`src/design/fft_types_pkg.sv`:
```
// FFT data types
`default_nettype none

package fft_types_pkg;

	// one real or imaginary part
	localparam int SAMPLE_W = 16;
	typedef logic signed [SAMPLE_W-1:0] sample_t;

	// butterfly products and sums
	localparam int ACC_W = 32;
	typedef logic signed [ACC_W-1:0] acc_t;

	// frame exponent range, 4 to 16 points
	localparam int MAX_LOG2_POINTS = 4;
	localparam int MIN_LOG2_POINTS = 2;

	// input frame counter
	typedef enum logic {
		CAP_IDLE,
		CAP_COLLECT
	} capture_state_t;

endpackage

`default_nettype wire

```
`src/design/output_serializer.sv`:
```
// FFT output serializer
`default_nettype none

module output_serializer #(
	parameter int LOG2_POINTS = 3,
	localparam int POINTS = 1 << LOG2_POINTS
) (
	input wire clk,
	input wire rst_n,
	input wire load,
	input wire fft_types_pkg::sample_t in_re [POINTS],
	input wire fft_types_pkg::sample_t in_im [POINTS],
	output wire valid_out,
	output logic sop_out,
	output wire fft_types_pkg::sample_t y_re,
	output wire fft_types_pkg::sample_t y_im
);

	// samples still to be shown
	logic [LOG2_POINTS:0] cnt;

	fft_types_pkg::sample_t shreg_re [POINTS];
	fft_types_pkg::sample_t shreg_im [POINTS];

	always_ff @(posedge clk or negedge rst_n) begin
		if (!rst_n) begin
			cnt <= '0;
			sop_out <= 1'b0;
			for (int k = 0; k < POINTS; k++) begin
				shreg_re[k] <= '0;
				shreg_im[k] <= '0;
			end
		end else if (load) begin
			cnt <= (LOG2_POINTS + 1)'(POINTS);
			sop_out <= 1'b1;
			for (int k = 0; k < POINTS; k++) begin
				shreg_re[k] <= in_re[k];
				shreg_im[k] <= in_im[k];
			end
		end else begin
			sop_out <= 1'b0;
			if (cnt != '0) begin
				cnt <= cnt - 1'b1;
			end
			// bin 0 leaves first, zeros fill from the top
			for (int k = 0; k < POINTS - 1; k++) begin
				shreg_re[k] <= shreg_re[k+1];
				shreg_im[k] <= shreg_im[k+1];
			end
			shreg_re[POINTS-1] <= '0;
			shreg_im[POINTS-1] <= '0;
		end
	end

	assign valid_out = (cnt != '0);
	assign y_re = shreg_re[0];
	assign y_im = shreg_im[0];

	// a new frame may only replace the last sample of the old one
	a_no_overrun: assert property (@(posedge clk) disable iff (!rst_n)
		load |-> !(valid_out && cnt > 1));

endmodule

`default_nettype wire

```
`config.mk`:
```
export PLATFORM = sky130hd
export DESIGN_NAME = output_serializer
export DESIGN_NICKNAME = d
export VERILOG_FILES = /design/src/design/fft_types_pkg.sv /design/src/design/output_serializer.sv
export SDC_FILE = /design/constraint.sdc
export NUM_CORES = 1
export LEC_CHECK = 0
export BUFFER_PORTS_ARGS = -buffer_cell sky130_fd_sc_hd__buf_4
export CELL_PAD_IN_SITES_DETAIL_PLACEMENT = 1
export CELL_PAD_IN_SITES_GLOBAL_PLACEMENT = 1
export CORE_MARGIN = 1.5
export CORE_UTILIZATION = 42
export DETAILED_ROUTE_END_ITERATION = 8
export PLACE_DENSITY_LB_ADDON = 0.1
export SETUP_SLACK_MARGIN = 0.1
export SLEW_MARGIN = 30
export SYNTH_ARGS = -nofsm -noshare
export SYNTH_HDL_FRONTEND = slang
export SYNTH_SLANG_ARGS = --single-unit
```
`constraint.sdc`:
```
create_clock -name clk -period 1.9 [get_ports clk]
set_input_delay 0.38 -clock clk [delete_from_list [all_inputs] [get_ports clk]]
set_output_delay 0.38 -clock clk [all_outputs]
set_load 0.01 [all_outputs]
```
# Word-level counts from Yosys, hierarchy flattened
# Cells that the tools add are included.
dict set report word_totals {
  reg_bits 261
  in_bits 259
  out_inout_bits 34
  word_cells 26
}
dict set report op_classes {
  addsub 1
  mux 5
  reduce_logical 2
}
# operator count
set op_table {}
lappend op_table {{128-bit two-way mux} 2}
lappend op_table {{4-bit two-way mux} 2}
lappend op_table {{4-bit nonzero test} 1}
lappend op_table {{4-bit by 1-bit subtractor with 4-bit output, second input constant} 1}
lappend op_table {{2-bit nonzero test} 1}
lappend op_table {{1-bit two-way mux} 1}

# Depth between registers and ports, before layout
# Gate-level depths: netlist of the first run.
dict set report depth {
  word_depth 3
  mapped_depth 5
  ltp_nobuf 4
}

# Least setup slack after synthesis of the first run
# OpenSTA, ideal clock, no wires.
dict set report synth_path {
  path_type {register to register}
  startpoint {register cnt[0]}
  endpoint {register cnt[0]}
  setup_ps 125
  arrival_time_ps 1344
  required_time_ps 1775
  slack_ps 431
  path_stages_with_launch 5
  path_buffers 0
  synth_period_minus_slack_ps 1469
  path_cell_list {dfrtp_1 > inv_1 > ha_1 > or3b_4 > mux2_4}
}
dict set report synth_via {
  elab_cells_between_ends 5
  classes_between {add/sub: 1; mux: 2; reduce/logical: 2}
}
# item line
set synth_rtl {}
lappend synth_rtl {{start: declaration} output_serializer.sv:20} ;# logic [LOG2_POINTS:0] cnt;
lappend synth_rtl {{start signal: assignment} output_serializer.sv:34} ;# cnt <= (LOG2_POINTS + 1)'(POINTS);
lappend synth_rtl {{start signal: assignment} output_serializer.sv:43} ;# cnt <= cnt - 1'b1;
lappend synth_rtl {{4-bit nonzero test} n/a}
lappend synth_rtl {{via valid_out} output_serializer.sv:13} ;# output wire valid_out,
lappend synth_rtl {{2-bit nonzero test (no source line)} n/a}
# The timed path passes the listed nets, and every way through them passes these cells. The select of a mux whose other input is x is not followed.
# A chain may end at the register's enable or synchronous reset.

# Worst setup path in the final report of the first run
dict set report layout_path {
  startpoint {register cnt[1]}
  endpoint {output port valid_out}
}
dict set report layout_via {
  elab_chain_len 1
}
# item line
set layout_lines {}
lappend layout_lines {{4-bit nonzero test} output_serializer.sv:55} ;# assign valid_out = (cnt != '0);
lappend layout_lines {{end: declaration} output_serializer.sv:13}
# Every way passes these cells.

==> results.py, run 1 <==
metrics = {
    "yosys": {
        "ys_seq_elements": 261,
        "yosys.cell_types.count": 21,
        "synthArstFlopShare": 1.00,
        "syn_nets": 854,
        "yosys.area.top_type": "dfrtp_1",
        "yosysSeqAreaShare": 0.664,
        "syn-cell-area_um2": 9840,
        "synthFlopType": "dfrtp_1",
        "yosys_warnings": 0,
        "synthCells": 594,
        "synthTopCellsByArea": "dfrtp_1 (66%), mux2_2 (26%), buf_4 (2.9%), and2_1 (2.0%), buf_6 (1.4%)",
        "synth_top_area_share": 0.664,
        "avgSynthCellArea_um2": 16.6,
        "synth-edff-count": 0,
    },
    "grt": {
        "grt_max_degree": 48,
        "grtUsageTotal": 0.188,
        "antenna_found_initial": 1,
        "grt_overflow_total": 0,
        "grt_pass1_vias": 6340,
        "grt_pass1_wl_um": 35200,
    },
    "clock_tree": {
        "root_buffer": "clkbuf_16",
        "clkTransAtPathRegs_ps": 60,
        "cts_buffer_depth": 3,
        "clk_latency_ps": 530,
        "cts_sinks": 261,
        "cts_tree": "yes",
        "htree_levels": 1,
        "cts-buffers-inserted": 29,
    },
    "detailed_routing": {
        "wirelength_um": 22900,
        "detail_route.first_pass.iterations": 4,
        "antenna_left": 0,
        "wire_per_inst_um": 18.9,
        "drc": 0,
        "via_per_inst": 4.55,
        "vias": 5524,
        "drtIter0Drc": 172,
    },
    "placement": {
        "place_ws_ps": 269,
        "dp.cells": 1156,
        "place.gp.congestion": 0.767,
        "port_buffers": 292,
        "dp_hpwl_um": 16400,
        "place_area_um2": 12200,
    },
    "critical_path": {
        "reg2reg_from": "cnt[1]",
        "crit_family": "flip-flops",
        "worstSetupPathType": "flip-flop to primary output",
        "worstSetupEndpointType": "primary output",
        "required_ps": 1520,
        "cp_num_buf_inv": 2,
        "start_kind": "flip-flop",
        "path_depth": 4,
        "worstPathArrival_ps": 1680,
        "startpoint": "cnt[1]",
        "timing.rr.end": "cnt[0]",
        "crit_fanout": 2,
        "r2r_setup_slack_ps": 320,
        "crit_chain": "inv_1 > ha_2 > or3b_4 > buf_6",
        "crit_path_end": "valid_out",
        "critPathSlowestCell": "dfrtp_1",
        "max_stage_delay_ps": 390,
        "reg2reg_depth": 5,
    },
    "power_and_ir_drop": {
        "finalPower_mw": 13.2,
        "vdd_ir_drop_max_mv": 0.627,
        "power_density_nw_per_um2": 1000,
        "leakage_nw": 6.18,
    },
    "floorplan": {
        "start_util": 0.431,
        "num_rows": 55,
        "die_area_um2": 24400,
        "dieHeight_um": 156,
        "core_um2": 22800,
        "top_level_ports": 293,
        "die_w_um": 156,
    },
    "layout": {
        "fin_util": 0.577,
        "final_cell_area_um2": 13200,
        "drive_above_1_share": 0.651,
        "nNetsFinal": 1139,
        "final_cells": 1213,
        "area_delta_synth_final_pct": 34.0,
    },
    "worst_hold_path": {
        "min_path_type": "input pin to flip-flop",
    },
    "run_status": {
        "status": "finished, violations left",
        "violations": "negative setup slack",
    },
    "timing": {
        "worst_pin_slew_ps": 371,
        "layout_min_cycle_time_ps": 2060,
        "rsz0062_at_grt": "true",
        "hold_slack_ps": 61.3,
        "setup_ws_ps": -161,
        "hold_viol": 0,
        "fin_setup_tns_ps": -161,
        "slew_headroom": 0.753,
        "finClkSkew_ps": 8.80,
        "fmax_mhz": 485,
        "fin_crit_sh": 1.08,
        "drv_slew": 0,
        "setup_viol": 1,
    },
    "job": {
        "maxCapViolations": 0,
    },
}
==> kinds of logic after synthesis <==
| kind of cell | after synthesis | share of synthesized area |
|---|---|---|
| AO/OA/AOI/OAI | 4 | 0.00305 |
| adder cells (fa/ha/maj) | 1 | 0.00127 |
| multiplexers | 225 | 0.258 |
| flip-flops | 261 | 0.664 |
| AND/OR/NAND/NOR | 40 | 0.0257 |
| buffers and inverters | 63 | 0.0487 |
==> cells in the mapped netlist, types with 2 or more instances <==
cell type  count
buf_2          8
dfrtp_1      261
buf_4         38
nor2_1         2
and2_1        32
clkbuf_1       3
buf_6         12
mux2_2       224
inv_1          2
==> state kept, by name, indices dropped and copies added (netlist names) <==
register,flops
shreg_im,112
y_im,16
cnt,4
shreg_re,112
y_re,16
sop_out,1
==> worst register-to-register path, cell delays in order (launching register included) <==
cell,delay [ps]
dfrtp_1,390
inv_1,80
ha_2,170
or3b_4,390
buf_4,150
mux2_4,290
==> cell type report <==
class | instances | area, µm²
antenna | 1 | 2.50
clock buffer | 43 | 848
clock inverter | 8 | 77.6
fill | 2194 | 9650
inverter | 2 | 7.51
multi-input combinational | 270 | 2840
sequential | 261 | 6530
tap | 313 | 392
timing repair buffer | 315 | 2500
==> report_power, final <==
group | leakage (nW) | switching, mW | internal, mW
sequential | 3.13 | 0.185 | 6.08
combinational | 2.60 | 0.590 | 1.02
clock | 0.456 | 2.15 | 3.21
==> worst min path at each step <==
stage	start	end	cells after the start	slack, ps
finish	in_im[14]	shreg_im[14]	2	60
global route	in_re[12]	shreg_re[12]	2	40
floorplan	rst_n	cnt[0]	0	80
detailed placement	rst_n	y_im[8]	1	300
global placement	rst_n	y_im[8]	1	300
CTS	in_im[13]	shreg_im[13]	2	30
==> layout by cell type (no fill, tap or decap), types with 2 or more instances in the layout <==
master and count:
dfrtp_1 261, buf_12 9, nor2_1 2, buf_4 302
clkbuf_16 29, buf_8 2, mux2_2 224, clkbuf_1 7
clkinv_2 4, and2_1 32, clkbuf_8 7, inv_1 2
==> layer usage <==
| layer | share of wire | vias up | wire length, µm | global-route usage |
|---|---|---|---|---|
| met3 | 0.076 | 35 | 1740 | 0.0531 |
| met4 | 0.020 | 0 | 450 | 0.0517 |
| met5 | 0 | - | 0 | 0 |
| met2 | 0.52 | 185 | 11800 | 0.333 |
| met1 | 0.39 | 2735 | 8890 | 0.223 |
| li1 | - | 2569 | - | - |
==> what timing repair did <==
item                       in CTS  in global routing
setup endpoints to repair       1                  1
hold buffers                    1                  0
pin swaps                       1                  1
cloned                          0                  0
gates resized for setup         2                  0
buffers inserted                4                  0
hold endpoints to repair       33                  0
No activity file was read; power rests on OpenSTA's default activity.
==> inputs of run 2 (changes only) <==
RECOVER_POWER = 50   (was default)
==> results.py, run 2 (synthesis results as in run 1) <==
metrics = {
    "critical_path": {
        "required_ps": 1520,
        "crit_fanout": 2,
        "r2r_setup_slack_ps": 320,
        "reg2reg_depth": 5,
        "worstSetupEndpointType": "primary output",
        "reg2reg_from": "cnt[1]",
        "timing.rr.end": "cnt[0]",
        "worstPathArrival_ps": 1680,
        "start_kind": "flip-flop",
        "worstSetupPathType": "flip-flop to primary output",
    },
    "detailed_routing": {
        "drtIter0Drc": 170,
        "drc": 0,
        "vias": 5545,
        "wire_per_inst_um": 18.9,
        "wirelength_um": 22900,
        "antenna_left": 0,
        "detail_route.first_pass.iterations": 4,
        "via_per_inst": 4.57,
    },
    "run_status": {
        "status": "finished, violations left",
        "violations": "negative setup slack",
    },
    "layout": {
        "layout_commonest_cell": "buf_4",
        "nNetsFinal": 1139,
        "largestRegisters": "shreg_im (112), shreg_re (112)",
        "drive_above_1_share": 0.642,
        "final_cells": 1213,
        "final_cell_mix": "buf_4 (297), dfrtp_1 (261), mux2_2 (220)",
        "fill_cells": 2209,
        "area_delta_synth_final_pct": 32.8,
    },
    "floorplan": {
        "num_rows": 55,
        "start_util": 0.431,
        "dieHeight_um": 156,
        "die_w_um": 156,
        "core_um2": 22800,
        "top_level_ports": 293,
        "die_area_um2": 24400,
    },
    "clock_tree": {
        "htree_levels": 1,
        "cts_sinks": 261,
        "cts-buffers-inserted": 29,
        "clk_latency_ps": 530,
        "cts_tree": "yes",
        "root_buffer": "clkbuf_16",
        "clkTransAtPathRegs_ps": 60,
        "cts_buffer_depth": 3,
    },
    "worst_hold_path": {
        "min_path_type": "input pin to flip-flop",
        "whs_endpoint": "shreg_im[14]",
        "worstHoldStart": "in_im[14]",
        "hold_depth": 2,
    },
    "grt": {
        "grtUsageTotal": 0.188,
        "grt_pass1_wl_um": 35200,
        "grt_pass1_vias": 6340,
        "grt_overflow_total": 0,
        "antenna_found_initial": 1,
        "grt_max_degree": 48,
        "grt_use_met1": 0.223,
        "use_met2": 0.333,
        "grt.met3_usage": 0.0531,
        "top_usage_layer": "met2",
    },
    "timing": {
        "slew_headroom": 0.215,
        "fmax_mhz": 485,
        "setup_ws_ps": -163,
        "fin_setup_tns_ps": -163,
        "setup_viol": 1,
        "worst_pin_slew_ps": 1180,
        "rsz0062_at_grt": "true",
        "hold_viol": 0,
        "layout_min_cycle_time_ps": 2060,
        "fin_crit_sh": 1.09,
        "drv_slew": 0,
        "finClkSkew_ps": 7.82,
    },
    "power_and_ir_drop": {
        "vdd_ir_drop_max_mv": 0.627,
        "power_density_nw_per_um2": 1010,
        "power.switching_mw": 2.93,
        "leakage_nw": 6.12,
        "internal_power_mw": 10.3,
        "seqPwrFrac": 0.474,
        "pwr-share-clk": 0.406,
        "sw_frac_of_total": 0.222,
        "p_comb_frac": 0.120,
    },
    "placement": {
        "dp.cells": 1156,
        "dp_hpwl_um": 16400,
        "port_buffers": 292,
        "place_ws_ps": 269,
        "place.gp.congestion": 0.767,
    },
    "job": {
        "maxCapViolations": 0,
    },
}
-- run 2: cell types whose count changed in the layout (fill, tap and decap cells not counted), moves of 3 or more --
cell,change
and2_0,+18
and2_1,-18
buf_12,-6
buf_4,-5
clkbuf_1,+4
clkbuf_2,+6
clkbuf_4,+3
mux2_1,+4
mux2_2,-4
-- run 2: worst max-delay path: stages (launching register included) --
cell and delay [ps]:
dfrtp_1 390, inv_1 80, ha_2 170, or3b_4 390, buf_6 130
-- run 2: power groups by stage --
stage | sequential, mW | combinational (mW) | clock (mW)
global placement | 6.34 | 1.49 | 0
detailed placement | 6.37 | 1.55 | 0
floorplan | 6.28 | 0.872 | 0
global route | 6.31 | 1.73 | 5.73
finish | 6.26 | 1.58 | 5.36
CTS | 6.27 | 1.64 | 5.50
-- run 2: worst max-delay path by stage --
stage / startpoint / to / cells past startpoint
floorplan: cnt[0] / cnt[0] / 4
global placement: cnt[0] / valid_out / 4
detailed placement: cnt[0] / valid_out / 4
CTS: cnt[1] / valid_out / 4
global route: cnt[1] / valid_out / 4
finish: cnt[1] / valid_out / 4
-- run 2: metrics by stage --
step	utilization	power, mW	instance area [µm²]	hold slack, ps
2_1_floorplan	-	7.16	9840	84.4
3_3_place_gp	0.535	7.83	12200	303
3_5_place_dp	0.535	7.92	12200	299
4_1_cts	0.577	13.4	13200	33.1
5_1_grt	0.572	13.8	13100	40.6
6_report	0.572	13.2	13100	60.0
-- run 2: cell type report --
class / count / area [µm²] / area share
Sequential cell: 261 / 6530 / 0.500
Multi-Input combinational cell: 270 / 2840 / 0.217
Timing Repair Buffer: 315 / 2380 / 0.182
Clock buffer: 43 / 848 / 0.0649
Tap cell: 313 / 392 / 0.0300
Clock inverter: 8 / 77.6 / 0.00593
Inverter: 2 / 7.51 / 0.000574
Antenna cell: 1 / 2.50 / 0.000191
-- run 2: layer usage --
metal / wire length (µm) / vias to the layer above
met5: 0 / -
met4: 465 / 0
met3: 1810 / 37
met2: 11800 / 193
met1: 8840 / 2747
li1: - / 2568
-- run 2: what timing repair did --
| item | 4_1_cts | 5_1_grt |
|---|---|---|
| resized for setup | 2 | 0 |
| buffers inserted | 4 | 0 |
| pin swaps | 1 | 1 |
| hold endpoints to repair | 33 | 0 |
| hold buffers | 1 | 0 |
| setup endpoints to repair | 1 | 1 |
==> inputs of run 3 (changes only) <==
ABC_AREA = 1   (was default)
CORE_UTILIZATION = 38   (was 42)
==> results.py, run 3 <==
metrics = {
    "grt": {
        "antenna_found_initial": 0,
        "grt_overflow_total": 0,
        "grtUsageTotal": 0.180,
        "grt_max_degree": 173,
        "grt_pass1_wl_um": 40200,
        "grt_pass1_vias": 7854,
    },
    "floorplan": {
        "top_level_ports": 293,
        "dieHeight_um": 166,
        "core_um2": 26100,
        "num_rows": 59,
        "die_area_um2": 27600,
        "start_util": 0.388,
        "die_w_um": 166,
    },
    "critical_path": {
        "timing.rr.end": "cnt[2]",
        "required_ps": 1520,
        "reg2reg_depth": 7,
        "startpoint": "cnt[0]",
        "worstPathArrival_ps": 1370,
        "reg2reg_from": "cnt[0]",
        "r2r_setup_slack_ps": 610,
        "worstSetupPathType": "flip-flop to primary output",
        "crit_fanout": 3,
        "start_kind": "flip-flop",
        "crit_path_end": "valid_out",
        "worstSetupEndpointType": "primary output",
    },
    "layout": {
        "nNetsFinal": 1625,
        "largestRegisters": "shreg_im (112), shreg_re (112)",
        "area_delta_synth_final_pct": 32.2,
        "fill_cells": 3013,
        "num_antenna_cells": 0,
        "drive_above_1_share": 0.261,
        "final_cell_mix": "nand2_1 (710), buf_4 (301), dfrtp_1 (261)",
        "layout_commonest_cell": "nand2_1",
    },
    "yosys": {
        "synthTopCellsByArea": "dfrtp_1 (65%), nand2_1 (26%), buf_6 (3.0%), buf_4 (2.5%), inv_1 (1.4%)",
        "synth-edff-count": 0,
        "synth_common_cells": "nand2_1 (710), dfrtp_1 (261), inv_1 (37)",
        "avgSynthCellArea_um2": 9.13,
        "syn-cell-area_um2": 10100,
        "ys_seq_elements": 261,
        "synthArstFlopShare": 1.00,
        "yosys.area.top_type": "dfrtp_1",
        "synth_top_area_share": 0.647,
        "yosysMostFrequentCell": "nand2_1",
        "syn_nets": 1366,
        "yosys_warnings": 0,
        "yosysSeqAreaShare": 0.647,
        "synthCells": 1106,
        "yosys.cell_types.count": 15,
        "synthFlopType": "dfrtp_1",
    },
    "timing": {
        "fin_crit_sh": 0.921,
        "hold_viol": 0,
        "slew_headroom": -0.110,
        "fin_setup_tns_ps": 0,
        "fmax_mhz": 572,
        "rsz0062_at_grt": "false",
        "finClkSkew_ps": 16.1,
        "drv_slew": 87,
        "layout_min_cycle_time_ps": 1750,
        "worst_pin_slew_ps": 1670,
        "setup_viol": 0,
    },
    "clock_tree": {
        "cts_tree": "yes",
        "root_buffer": "clkbuf_16",
        "clk_latency_ps": 540,
        "cts_sinks": 261,
        "clkTransAtPathRegs_ps": 60,
        "cts_buffer_depth": 3,
        "htree_levels": 1,
        "cts-buffers-inserted": 29,
    },
    "job": {
        "maxCapViolations": 1,
    },
    "detailed_routing": {
        "drtIter0Drc": 405,
        "wire_per_inst_um": 14.3,
        "via_per_inst": 4.32,
        "vias": 7426,
        "antenna_left": 0,
        "detail_route.first_pass.iterations": 4,
        "wirelength_um": 24500,
        "drc": 0,
    },
    "worst_hold_path": {
        "min_path_type": "input pin to flip-flop",
    },
    "placement": {
        "place.gp.congestion": 0.757,
        "dp_hpwl_um": 17000,
        "port_buffers": 292,
    },
    "power_and_ir_drop": {
        "leakage_nw": 7.60,
        "finalPower_mw": 13.8,
        "power_density_nw_per_um2": 1030,
        "vdd_ir_drop_max_mv": 0.762,
    },
    "run_status": {
        "status": "finished, violations left",
        "violations": "max-capacitance violations, max-slew violations",
    },
}
run 3: power breakdown:
part	internal [mW]	leakage (nW)	switching, mW	total, mW
sequential	6.03	3.21	0.145	6.18
clock	3.87	0.509	2.16	6.02
combinational	0.783	3.88	0.819	1.60
total	10.7	7.60	3.12	13.8
run 3: worst min-delay path by stage:
stage                     to       start  slack, ps  depth (start not counted)
6_report         shreg_im[6]    in_im[6]         40                          3
5_1_grt        shreg_im[111]  in_im[111]         20                          3
4_1_cts          shreg_im[6]    in_im[6]         10                          3
3_5_place_dp    shreg_im[11]       rst_n        280                          1
3_3_place_gp    shreg_im[10]       rst_n        280                          1
2_1_floorplan         cnt[0]       rst_n         80                          0
run 3: area by class of cell:
class | instances | area, µm² | share of cell area
Sequential cell | 261 | 6530 | 0.489
Multi-Input combinational cell | 721 | 2760 | 0.206
Timing Repair Buffer | 314 | 2460 | 0.184
Clock buffer | 43 | 848 | 0.0635
Tap cell | 335 | 419 | 0.0314
Clock inverter | 8 | 190 | 0.0142
Inverter | 38 | 148 | 0.0111
run 3: logic make-up after synthesis:
kind of cell	count (synthesis)	share of synthesized area
AO/OA/AOI/OAI	1	0.000495
adder cells (fa/ha/maj)	1	0.00124
buffers and inverters	124	0.0829
flip-flops	261	0.647
AND/OR/NAND/NOR	719	0.269
run 3: repair_timing:
action                     4_1_cts  5_1_grt
pin swaps                        2        0
buffers inserted                 3        1
hold endpoints to repair        30        0
setup endpoints to repair        1        1
hold buffers                     1        0
gates resized for setup          5        2
run 3: per-stage QoR:
| step | hold slack (ps) | util | cells | setup slack, ps | area [µm²] |
|---|---|---|---|---|---|
| 2_1_floorplan | 84.4 | - | 1106 | 780 | 10100 |
| 3_3_place_gp | 279 | 0.471 | 1664 | 494 | 12300 |
| 3_5_place_dp | 278 | 0.471 | 1664 | 447 | 12300 |
| 4_1_cts | 9.54 | 0.513 | 1719 | 106 | 13400 |
| 5_1_grt | 23.0 | 0.512 | 1720 | 66.5 | 13300 |
| 6_report | 39.6 | 0.512 | 1720 | 151 | 13300 |
run 3: worst max-delay path, cell delays in order (launching register included):
cell and delay [ps]:
dfrtp_1 400, inv_2 90, ha_4 140, nand3_4 70, buf_6 130
run 3: routing by layer:
layer	vias up	GRT usage	share of wire
met5	-	0	0
met4	0	0.0458	0.023
met3	39	0.0436	0.063
met2	194	0.299	0.48
met1	3441	0.238	0.43
li1	3752	-	-
