==> src/design/fft_types_pkg.sv <==
// FFT data types
`default_nettype none

package fft_types_pkg;

	// one real or imaginary part
	localparam int SAMPLE_W = 16;
	typedef logic signed [SAMPLE_W-1:0] sample_t;

	// butterfly products and sums
	localparam int ACC_W = 32;
	typedef logic signed [ACC_W-1:0] acc_t;

	// frame exponent range, 4 to 16 points
	localparam int MAX_LOG2_POINTS = 4;
	localparam int MIN_LOG2_POINTS = 2;

	// input frame counter
	typedef enum logic {
		CAP_IDLE,
		CAP_COLLECT
	} capture_state_t;

endpackage

`default_nettype wire

==> src/design/sample_capture.sv <==
// FFT input frame capture
`default_nettype none

module sample_capture #(
	parameter int LOG2_POINTS = 3,
	localparam int POINTS = 1 << LOG2_POINTS
) (
	input wire clk,
	input wire rst_n,
	input wire stb,
	input wire sop_in,
	input wire fft_types_pkg::sample_t x_re,
	input wire fft_types_pkg::sample_t x_im,
	output wire fft_types_pkg::sample_t frame_re [POINTS],
	output wire fft_types_pkg::sample_t frame_im [POINTS],
	output logic frame_en
);

	localparam logic [LOG2_POINTS-1:0] LAST = LOG2_POINTS'(POINTS - 1);

	fft_types_pkg::capture_state_t state;
	logic [LOG2_POINTS-1:0] cnt;

	// newest sample at index 0
	fft_types_pkg::sample_t shreg_re [POINTS];
	fft_types_pkg::sample_t shreg_im [POINTS];

	function automatic int bit_rev(input int v);
		int r;
		r = 0;
		for (int b = 0; b < LOG2_POINTS; b++) begin
			r = (r << 1) | ((v >> b) & 1);
		end
		return r;
	endfunction

	always_ff @(posedge clk) begin
		if (stb) begin
			shreg_re[0] <= x_re;
			shreg_im[0] <= x_im;
			for (int k = 1; k < POINTS; k++) begin
				shreg_re[k] <= shreg_re[k-1];
				shreg_im[k] <= shreg_im[k-1];
			end
		end
	end

	always_ff @(posedge clk or negedge rst_n) begin
		if (!rst_n) begin
			state <= fft_types_pkg::CAP_IDLE;
			cnt <= '0;
			frame_en <= 1'b0;
		end else begin
			frame_en <= 1'b0;
			case (state)
				fft_types_pkg::CAP_IDLE: begin
					if (stb && sop_in) begin
						state <= fft_types_pkg::CAP_COLLECT;
						cnt <= LOG2_POINTS'(1);
					end
				end
				default: begin
					if (stb) begin
						// last sample closes the frame
						if (cnt == LAST) begin
							state <= fft_types_pkg::CAP_IDLE;
							frame_en <= 1'b1;
						end
						cnt <= cnt + 1'b1;
					end
				end
			endcase
		end
	end

	// sample n sits at POINTS-1-n, so output i takes sample bit_rev(i)
	for (genvar i = 0; i < POINTS; i++) begin : g_rev
		localparam int SRC = POINTS - 1 - bit_rev(i);
		assign frame_re[i] = shreg_re[SRC];
		assign frame_im[i] = shreg_im[SRC];
	end

	initial begin
		assert (LOG2_POINTS >= fft_types_pkg::MIN_LOG2_POINTS &&
			LOG2_POINTS <= fft_types_pkg::MAX_LOG2_POINTS)
			else $fatal(1, "frame size out of range");
	end

	a_no_sop_mid_frame: assert property (@(posedge clk) disable iff (!rst_n)
		state == fft_types_pkg::CAP_COLLECT |-> !(stb && sop_in));

endmodule

`default_nettype wire

==> config.mk <==
export PLATFORM = sky130hd
export DESIGN_NAME = sample_capture
export DESIGN_NICKNAME = d
export VERILOG_FILES = /design/src/design/fft_types_pkg.sv /design/src/design/sample_capture.sv
export SDC_FILE = /design/constraint.sdc
export NUM_CORES = 1
export LEC_CHECK = 0
export ABC_AREA = 1
export BUFFER_PORTS_ARGS = -buffer_cell sky130_fd_sc_hd__buf_4
export CAP_MARGIN = 20
export CORE_ASPECT_RATIO = 1.4
export CORE_MARGIN = 2
export CORE_UTILIZATION = 44
export DETAILED_ROUTE_END_ITERATION = 10
export PLACE_DENSITY = 0.82
export SYNTH_ARGS = -nofsm -noshare
export SYNTH_HDL_FRONTEND = slang
export SYNTH_SLANG_ARGS = --single-unit
==> constraint.sdc <==
create_clock -name clk -period 1.65 [get_ports clk]
set_input_delay 0.2475 -clock clk [delete_from_list [all_inputs] [get_ports clk]]
set_output_delay 0.2475 -clock clk [all_outputs]
set_load 0.05 [all_outputs]
# Word level (Yosys, flattened, before mapping)
# Memories as Yosys holds them, arrays and structs flattened.
# Cells that the tools add are included.
# totals
regBits	5
output_inout_bits	257
input_bits	36
memories	2
ram_bits	256
# classes
reduce_logical	3
n_mux	12
eq_ne	2
add_sub_neg	1
# mem_list
name	depth	width	rd	rd_ports_with_merged_regs	write_ports	line	source
shreg_im	8	16	8	0	8	sample_capture.sv:26	fft_types_pkg::sample_t shreg_im [POINTS];
shreg_re	8	16	8	0	8	sample_capture.sv:25	fft_types_pkg::sample_t shreg_re [POINTS];
# op_table
operator	n
2-to-1 mux 1 bit	9
2-to-1 mux 3 bit	3
adder 3 x 1 -> 3 bit, second input constant	1
equality test 3 bit, second input constant	1
!= test 2 bit, second input constant	1
AND reduction 2 bit	1
nonzero test 2 bit	1
logical AND 1 bit	1

# Logic depth before layout (Yosys ltp)
# Gate-level depths: netlist (run 1).
# depth
word_depth	4
mapped_depth	5
depth_no_buf	5

# Worst setup path after synthesis (run 1)
# No wires, ideal clock.
# synth_path
kind	register -> register
from	register cnt[0]
to	register cnt[2]
path_slack_ps	613
path_stages_with_launch	5
n_path_buf	0
arrival_ps	920
path_cell_list	dfrtp_1 > ha_1 > ha_1 > nand2_1 > nand2_1
# synth_via
elab_chain_len	3
# synth_lines
item	line	source
from (decl)	sample_capture.sv:22	logic [LOG2_POINTS-1:0] cnt;
from (signal assigned)	sample_capture.sv:69	cnt <= cnt + 1'b1;
adder 3 x 1 -> 3 bit	sample_capture.sv:69	
2-to-1 mux 3 bit	sample_capture.sv:63	if (stb) begin
2-to-1 mux 3 bit	sample_capture.sv:55	case (state)
# Every way passes these cells. The select of a mux whose other input is x is not followed.
# A chain may end at the register's enable or synchronous reset.

==> results.ini, run 1 <==
[critical_path]
timing.critical_path.from_type=register
cp.buffers_inverters=1
cp_top_family=flip-flops
worst-endpoint-arrival_ps=1180
cell_by_cell_listing_of_the_critical_path=buf_4
critical-path-max-stage-delay_ps=450
worst_path_max_delay_cell=edfxtp_1
critical_path.endpoint_type=primary output
cp_data_required_time_ps=1400
critical_path_peak_fanout=2
criticalPathCategory=reg2out

[synthesis]
synth-compound-area-share_pct=0.0632
yosys-mux-area-fraction_pct=0
syn-instance-count=282
dominant_combinational_cell_family_by_area_after_synthesis=simple AND/OR/NAND/NOR gates
yosys.area_share.adder_pct=0.316
synth_area_um2=7920
synthSimpleGateAreaFrac_pct=0.775
synth_warnings=0
synth.ff_latch_count=261
synth.net_count=320
avgSynthCellArea_um2=28.1
xor_xnor_cell_area_share_of_the_yosys_netlist_pct=0
register_area_share_after_synthesis_pct=98.7
synth_cell_types=9

[cells_and_area]
layout.nets=683
share_of_layout_cells_above_drive_strength_1_pct=51.7
antenna_cells=0
areaGrowthSynthToFinish_pct=47.6
stdcell_count=903

[routing]
detailedRoute.firstPassIterationCount=4
wire_per_inst_um=18.4
drc=0
sum_of_routed_wire_segments_on_met1_um=5620
detail_route.wirelength_um=16600
route.detailed.vias_per_inst=4.54
dr_iter_0_viols=249
met3_length_um=909
antenna_viol_nets_final=0
num_vias=4097
routed-wl-met2_um=9370
top_layer=met4

[place]
post-dp-hpwl_um=11700
routabilityCongestion=0.777
portBuffers=292
placed_cells=826
post-place-ws_ps=342

[sta]
finClkSkew_ps=7.40
finalMaxSlewViolations=0
rsz0062_at_grt=false
maxClockFrequency_ghz=0.701
timing.final.hold_violations=0
tightestPinTransition_ps=375
layout_worst_path_cycle_share_pct=86.5
min_period_ps=1430
worst_slack_ps=223
relSlewSlack_pct=75.0
timing.final.setup_violations=0
tns_ps=0

[floorplanning]
start_util_pct=44.5
core_area_um2=17800
design.die.area_um2=19100
dieWidth_um=117
fp_rows=58
dieHeight_um=163
ios=293

[global_route]
grt_start_max_net_pins=46
globalRouteOverflowTotal=0
grt_util_all_layers_pct=16.6
vias_in_the_first_global_route=4318
global_route_wire_length_before_repair_um=24400
antenna_violations_before_repair=0

[clock_network]
tritoncts_clock_tree=done
cts-root-buf=clkbuf_16
postCtsSetupBuffers=0
cts-buffers-inserted=24
insertion_delay_ps=500
clk_pin_slew_worst_paths_ps=60
cts_max_level=1
clkSinkCount=261
postCtsResizedCells=0
postCtsHoldBufs=33
cts.path.max_buffers=3

[run]
maxCapViolCount=0

[min_path]
hold_path_class=in2async

[status]
status=finished clean

[pwr]
pwr_density_cell_nw_per_um2=1360
leakagePower_uw=0.00466
irDropWorstVdd_v=0.000936

-- Yosys cell counts --
library cell | number | area share (%)
nor2_1 | 1 | 0.047
inv_1 | 3 | 0.14
nand3_1 | 2 | 0.13
dfrtp_1 | 5 | 1.6
nand2_1 | 11 | 0.52
o21ai_0 | 1 | 0.063
ha_1 | 2 | 0.32
nand2_2 | 1 | 0.079
edfxtp_1 | 256 | 97
-- metal layers --
| layer | GRT usage (%) | up-vias |
|---|---|---|
| met2 | 30.8 | 168 |
| li1 | - | 1857 |
| met5 | 0 | - |
| met4 | 8.43 | 0 |
| met1 | 17.6 | 2024 |
| met3 | 3.68 | 48 |
-- cell type report --
| type | instances | area, um^2 |
|---|---|---|
| tap | 240 | 300 |
| multi-input combinational | 18 | 91.3 |
| sequential | 261 | 7810 |
| fill | 1189 | 6090 |
| clock inverter | 18 | 171 |
| timing repair buffer | 337 | 2670 |
| clock buffer | 26 | 629 |
| inverter | 3 | 11.3 |
-- report_power, final --
part | total (uW) | switching [uW] | leakage (uW) | internal, uW
logic | 2350 | 1710 | 0.00170 | 641
registers | 8050 | 251 | 0.00257 | 7800
clock network | 5470 | 2230 | 0.000392 | 3230
total | 15900 | 4200 | 0.00466 | 11700
-- stage by stage --
stage	power, uW	hold WS [ps]	area, um^2	util [%]
CTS	16000	81.7	11700	65.7
floorplan	9550	-48.1	7920	-
detailed placement	10500	52.6	10600	59.4
global placement	10400	48.3	10600	59.4
finish	15900	93.3	11700	65.7
global route	16400	108	11700	65.7
-- logic make-up (layout without fill, tap and decap cells) --
kind of cell | count (synthesis) | count (layout)
buffers and inverters | 3 | 384
adder cells (fa/ha/maj) | 2 | 2
AO/OA/AOI/OAI | 1 | 1
AND/OR/NAND/NOR | 15 | 15
flip-flops | 261 | 261
-- final timing paths --
kind / slack (ps) / depth (start not counted) / to / start
worst max-delay path: 220 / 1 / frame_im[30] / shreg_im[1][14]$_DFFE_PP_
worst min-delay path: 90 / 2 / state$_DFF_PN0_ / rst_n
worst max register to register: 510 / 4 / cnt[2]$_DFFE_PN0P_ / cnt[0]$_DFFE_PN0P_
worst min register to register: 450 / 0 / shreg_re[3][16]$_DFFE_PP_ / shreg_re[3][0]$_DFFE_PP_
max in group asynchronous: 1450 / 2 / cnt[0]$_DFFE_PN0P_ / rst_n
min in group clk: 120 / 4 / cnt[1]$_DFFE_PN0P_ / sop_in
-- cells in the final DEF (no fill, tap or decap) --
master,netlist,routed
buf_8,0,1
o21ai_0,1,1
ha_1,2,2
clkinv_4,0,1
buf_12,0,4
buf_4,0,299
dlygate4sd3_1,0,33
clkinvlp_4,0,2
edfxtp_1,256,256
nand2_2,1,1
nand3_1,2,2
inv_1,3,3
clkinv_2,0,6
clkbuf_1,0,1
clkinv_1,0,5
clkbuf_16,0,25
inv_6,0,1
nand2_1,11,11
bufinv_16,0,3
dfrtp_1,5,5
nor2_1,1,1
-- registers in the layout, summed over array words and instances (netlist names) --
| name | cells |
|---|---|
| frame_en | 1 |
| shreg_im | 128 |
| shreg_re | 128 |
| state | 1 |
| cnt | 3 |
(Power assumes the default switching activity.)
==> run 2, diff against run 1 <==
--- a/config.mk
+++ b/config.mk
@@ -5,14 +5,13 @@
 export SDC_FILE = /design/constraint.sdc
 export NUM_CORES = 1
 export LEC_CHECK = 0
-export ABC_AREA = 1
 export BUFFER_PORTS_ARGS = -buffer_cell sky130_fd_sc_hd__buf_4
 export CAP_MARGIN = 20
 export CORE_ASPECT_RATIO = 1.4
-export CORE_MARGIN = 2
+export CORE_MARGIN = 5
 export CORE_UTILIZATION = 44
 export DETAILED_ROUTE_END_ITERATION = 10
-export PLACE_DENSITY = 0.82
+export PLACE_DENSITY = 0.84
 export SYNTH_ARGS = -nofsm -noshare
 export SYNTH_HDL_FRONTEND = slang
 export SYNTH_SLANG_ARGS = --single-unit
==> constraint.sdc (replaced) <==
create_clock -name clk -period 1.3 [get_ports clk]
set_input_delay 0.195 -clock clk [delete_from_list [all_inputs] [get_ports clk]]
set_output_delay 0.195 -clock clk [all_outputs]
set_load 0.05 [all_outputs]
==> results.ini, run 2 <==
[synthesis]
avgSynthCellArea_um2=29.1
synth_area_um2=7900
syn-instance-count=271
synth_cell_types=10
synth_warnings=0
register_area_share_after_synthesis_pct=98.9
yosysTopAreaCellShare_pct=97.3
synth.ff_latch_count=261
cell_types_with_the_largest_area_share_after_synthesis=edfxtp_1 (97%), dfrtp_1 (1.6%), ha_1 (0.32%), a32o_1 (0.25%), a21bo_2 (0.13%)
synth_largest_area_cell=edfxtp_1
postSynth.asyncResetShare_pct=1.92
synth.net_count=309
number_of_enable_type_register_cells_in_the_synthesized_netlist=256
post-synth-top-count-cell=edfxtp_1
ys_top_cells_by_count=edfxtp_1 (256), dfrtp_1 (5), a32o_1 (2), ha_1 (2)
postSynth.topFlopCell=edfxtp_1

[sta]
finalMaxSlewViolations=0
min_period_ps=1350
timing.final.hold_violations=0
maxClockFrequency_ghz=0.740
finClkSkew_ps=9.50
rsz0062_at_grt=true
timing.final.setup_violations=32
worst_slack_ps=-51.1
layout_worst_path_cycle_share_pct=104
tightestPinTransition_ps=290
relSlewSlack_pct=80.7

[global_route]
grt_util_all_layers_pct=18.5
grt_start_max_net_pins=57
global_route_wire_length_before_repair_um=28600
antenna_violations_before_repair=0
vias_in_the_first_global_route=4653
globalRouteOverflowTotal=0

[routing]
num_vias=4640
detailedRoute.firstPassIterationCount=4
antenna_viol_nets_final=0
dr_iter_0_viols=251
wire_per_inst_um=21.1
route.detailed.vias_per_inst=4.60
detail_route.wirelength_um=21300
drc=0

[cells_and_area]
antenna_cells=0
most-common-layout-cells=edfxtp_1 (256), buf_6 (239), buf_4 (178)
final_design_area_no_fill_um2=13400
nFillCells=932
share_of_layout_cells_above_drive_strength_1_pct=59.4
layout.nets=791
final_util_pct=74.9
multi_input_comb_area_um2=85.1
final-seq-area_um2=7810
registers_with_the_highest_flip_flop_counts=shreg_im: 128 flops, shreg_re: 128 flops, cnt: 3 flops
layout.cells.most_common=edfxtp_1
areaGrowthSynthToFinish_pct=69.3

[pwr]
leakagePower_uw=0.00544
pwr_density_cell_nw_per_um2=1510
irDropWorstVdd_v=0.00152

[critical_path]
worstReg2RegEnd=cnt[2]$_DFFE_PN0P_
cp_data_required_time_ps=1110
r2r_setup_slk_ps=40
critical_path_peak_fanout=2
cp.buffers_inverters=1
timing.reg2reg.worst_path_depth=3
cell_by_cell_listing_of_the_critical_path=buf_6
worst_path_max_delay_cell=edfxtp_1
critical-path-max-stage-delay_ps=470
critical_path.endpoint_type=primary output
criticalPathCategory=reg2out
timing.critical_path.from_type=register
cp_top_family=flip-flops
worst-endpoint-arrival_ps=1160
worst_r2r_startpoint=cnt[0]$_DFFE_PN0P_

[floorplanning]
dieHeight_um=169
ios=293
core_area_um2=17900
dieWidth_um=123
start_util_pct=44.2
fp_rows=58
design.die.area_um2=20800

[clock_network]
clkSinkCount=261
cts_max_level=1
clk_pin_slew_worst_paths_ps=70
cts-buffers-inserted=23
cts-root-buf=clkbuf_16
tritoncts_clock_tree=done
cts.path.max_buffers=3
insertion_delay_ps=500

[status]
status=finished, violations left
violations=setup timing

[run]
maxCapViolCount=0

[place]
portBuffers=292
routabilityCongestion=0.747
post-dp-hpwl_um=12600
placed_cell_area_um2=10500

[min_path]
hold_path_class=in2async

==> run 2: cell count changes in the layout (fill, tap and decap cells not counted), sizes merged, moves of 2 or more <==
cell,previous run,this run
buf,304,423
bufinv,3,1
nand2,12,0
nand3,2,0
clkinv,12,10
inv,4,1
a32o,0,2
clkbuf,26,28
==> run 2: cell type report <==
class	count	area share, %
Tap cell	240	2.25
Sequential cell	261	58.4
Timing Repair Buffer	457	33.5
Clock inverter	13	0.702
Multi-Input combinational cell	10	0.636
Clock buffer	28	4.45
==> run 2: report_power, final <==
group	internal (uW)	switching (uW)
clock	3460	2770
combinational	1350	2270
sequential	9910	419
==> run 2: cell families (layout without fill, tap and decap cells) <==
family                   count (synthesis)  after routing  share of synthesized area (%)
buffers and inverters                    0            498                              0
adder cells (fa/ha/maj)                  2              2                          0.317
AO/OA/AOI/OAI                            6              6                          0.618
AND/OR/NAND/NOR                          2              2                          0.143
flip-flops                             261            261                           98.9
==> run 2: worst max-delay path by stage <==
stage	from	to	cells past startpoint
after floorplan	cnt[0]$_DFFE_PN0P_	cnt[2]$_DFFE_PN0P_	3
after global placement	cnt[0]$_DFFE_PN0P_	cnt[2]$_DFFE_PN0P_	3
after detailed placement	cnt[0]$_DFFE_PN0P_	cnt[2]$_DFFE_PN0P_	3
after CTS	shreg_im[1][7]$_DFFE_PP_	frame_im[23]	1
after global routing	shreg_re[1][31]$_DFFE_PP_	frame_re[111]	1
final	shreg_im[0][58]$_DFFE_PP_	frame_im[106]	1
==> run 2: per-layer routing <==
metal	part of all wire (%)	track usage, %	wire [um]	vias to the layer above
li1	-	-	-	2069
met1	33	19.0	6920	2316
met5	0	0	0	-
met2	58	36.0	12300	212
met4	2.9	5.16	612	0
met3	6.9	4.81	1460	43
==> run 2: worst register-to-register path, delay by kind of cell, from the launching register on <==
family,cells,cell delay (ps)
fa+ha+maj,2,480
flops,1,400
compound gates,1,270
==> run 2: timing repair <==
action | 4_1_cts | 5_1_grt
hold buffers | 34 | 0
endpoints found under the hold margin | 38 | 0
setup buffers | 57 | 66
setup endpoints to repair | 191 | 236
gates resized for setup | 189 | 50
==> run 2: per-stage QoR <==
step	hold WS, ps	instances	setup slack, ps	TNS [ps]	total power (uW)
after floorplan	-101	271	127	0	12100
after global placement	-4.38	811	81.8	0	13200
after detailed placement	1.39	811	64.0	0	13300
after CTS	38.6	943	-83.9	-1260	20000
after global routing	36.8	1009	-110	-5860	20900
final	60.7	1009	-51.1	-437	20200
==> run 3, diff against run 2 <==
--- a/config.mk
+++ b/config.mk
@@ -7,11 +7,11 @@
 export LEC_CHECK = 0
 export BUFFER_PORTS_ARGS = -buffer_cell sky130_fd_sc_hd__buf_4
 export CAP_MARGIN = 20
-export CORE_ASPECT_RATIO = 1.4
+export CORE_ASPECT_RATIO = 1.75
 export CORE_MARGIN = 5
 export CORE_UTILIZATION = 44
 export DETAILED_ROUTE_END_ITERATION = 10
-export PLACE_DENSITY = 0.84
+export PLACE_DENSITY = 0.82
 export SYNTH_ARGS = -nofsm -noshare
 export SYNTH_HDL_FRONTEND = slang
 export SYNTH_SLANG_ARGS = --single-unit
==> constraint.sdc (replaced) <==
create_clock -name clk -period 1.5 [get_ports clk]
set_input_delay 0.225 -clock clk [delete_from_list [all_inputs] [get_ports clk]]
set_output_delay 0.225 -clock clk [all_outputs]
set_load 0.05 [all_outputs]
==> results.ini, run 3 (synthesized netlist as in run 2, its figures left out) <==
[status]
status=finished clean

[clock_network]
cts_max_level=1
insertion_delay_ps=480
postCtsResizedCells=0
clkSinkCount=261
cts-root-buf=clkbuf_16
tritoncts_clock_tree=done
clk_pin_slew_worst_paths_ps=60
postCtsHoldBufs=33
cts.path.max_buffers=3
cts-buffers-inserted=22
postCtsSetupBuffers=0

[global_route]
globalRouteOverflowTotal=0
use_met3_pct=4.99
groute.layer.met1.usage_pct=17.8
grt_util_all_layers_pct=15.7
grt_start_max_net_pins=45
antenna_violations_before_repair=0
global_route_wire_length_before_repair_um=25800
busiest_layer=met2
grt.met2_usage_pct=27.7
vias_in_the_first_global_route=4457

[cells_and_area]
layout.cells.most_common=buf_4
areaGrowthSynthToFinish_pct=46.3
most-common-layout-cells=buf_4 (301), edfxtp_1 (256), dlygate4sd3_1 (33)
layout.nets=671
registers_with_the_highest_flip_flop_counts=shreg_im: 128 flops, shreg_re: 128 flops, cnt: 3 flops
antenna_cells=0
nFillCells=1139
share_of_layout_cells_above_drive_strength_1_pct=51.9
final_design_area_no_fill_um2=11600

[place]
post-dp-hpwl_um=12100
portBuffers=292
routabilityCongestion=0.785
placed_cell_area_um2=10500

[critical_path]
cp_data_required_time_ps=1270
critical_path_depth=1
worst_r2r_startpoint=cnt[0]$_DFFE_PN0P_
critical-path-max-stage-delay_ps=450
worstReg2RegEnd=cnt[2]$_DFFE_PN0P_
critical_path_peak_fanout=2
worstSetupEndpoint=frame_im[99]
crit_path_start=shreg_im[0][51]$_DFFE_PP_
criticalPathCategory=reg2out
critical_path.endpoint_type=primary output
cp.buffers_inverters=1
worst-endpoint-arrival_ps=1170
cp_top_family=flip-flops
timing.critical_path.from_type=register
worst_path_max_delay_cell=edfxtp_1
r2r_setup_slk_ps=240
cell_by_cell_listing_of_the_critical_path=buf_4
timing.reg2reg.worst_path_depth=3

[sta]
finClkSkew_ps=9.17
timing.final.hold_violations=0
min_period_ps=1390
rsz0062_at_grt=false
finalMaxSlewViolations=0
relSlewSlack_pct=76.1
timing.final.setup_violations=0
tightestPinTransition_ps=358
tns_ps=0
worst_hold_slack_ps=87.7
layout_worst_path_cycle_share_pct=92.9
maxClockFrequency_ghz=0.718

[run]
maxCapViolCount=0

[routing]
dr_iter_0_viols=192
detailedRoute.firstPassIterationCount=4
wire_per_inst_um=19.2
num_vias=4052
detail_route.wirelength_um=16900
drc=0
antenna_viol_nets_final=0
route.detailed.vias_per_inst=4.60

[floorplanning]
dieHeight_um=187
design.die.area_um2=20800
start_util_pct=44.8
fp_rows=64
ios=293
core_area_um2=17600
dieWidth_um=111

[pwr]
pwr_density_cell_nw_per_um2=1460
irDropWorstVdd_v=0.00114
leakagePower_uw=0.00456

[min_path]
hold_path_class=in2async

## run 3: power by group
| group | leakage (uW) | total (uW) | switching, uW | internal, uW |
|---|---|---|---|---|
| clock network | 0.000335 | 5440 | 2280 | 3160 |
| registers | 0.00257 | 8860 | 278 | 8580 |
| logic | 0.00166 | 2580 | 1860 | 718 |
| total | 0.00456 | 16900 | 4420 | 12500 |
## run 3: layer usage
layer | wire length, um | share of wire, % | up-vias
li1 | - | - | 1830
met1 | 5930 | 35 | 1970
met2 | 8810 | 52 | 217
met3 | 1620 | 9.6 | 35
met4 | 494 | 2.9 | 0
met5 | 0 | 0 | -
## run 3: layout make-up
| class | count | area, um^2 | share of cell area [%] |
|---|---|---|---|
| sequential | 261 | 7810 | 67.6 |
| tap | 231 | 289 | 2.50 |
| multi-input combinational | 10 | 85.1 | 0.736 |
| clock inverter | 11 | 108 | 0.931 |
| timing repair buffer | 338 | 2670 | 23.1 |
| clock buffer | 29 | 598 | 5.17 |
## run 3: worst min path at each step
stage	endpoint	slack, ps	cells past startpoint
after global placement	frame_en$_DFF_PN0_	30	1
after global routing	cnt[2]$_DFFE_PN0P_	70	2
after floorplan	cnt[0]$_DFFE_PN0P_	-70	0
after detailed placement	cnt[2]$_DFFE_PN0P_	30	1
final	frame_en$_DFF_PN0_	90	2
after CTS	state$_DFF_PN0_	50	3
## run 3: metrics by stage
| stage | cells | worst slack [ps] | util (%) | total power [uW] |
|---|---|---|---|---|
| floorplan | 271 | 327 | - | 10500 |
| global placement | 807 | 297 | 59.7 | 11500 |
| detailed placement | 807 | 255 | 59.7 | 11500 |
| CTS | 880 | 59.2 | 65.6 | 17100 |
| global route | 880 | 60.2 | 65.6 | 17500 |
| finish | 880 | 107 | 65.6 | 16900 |
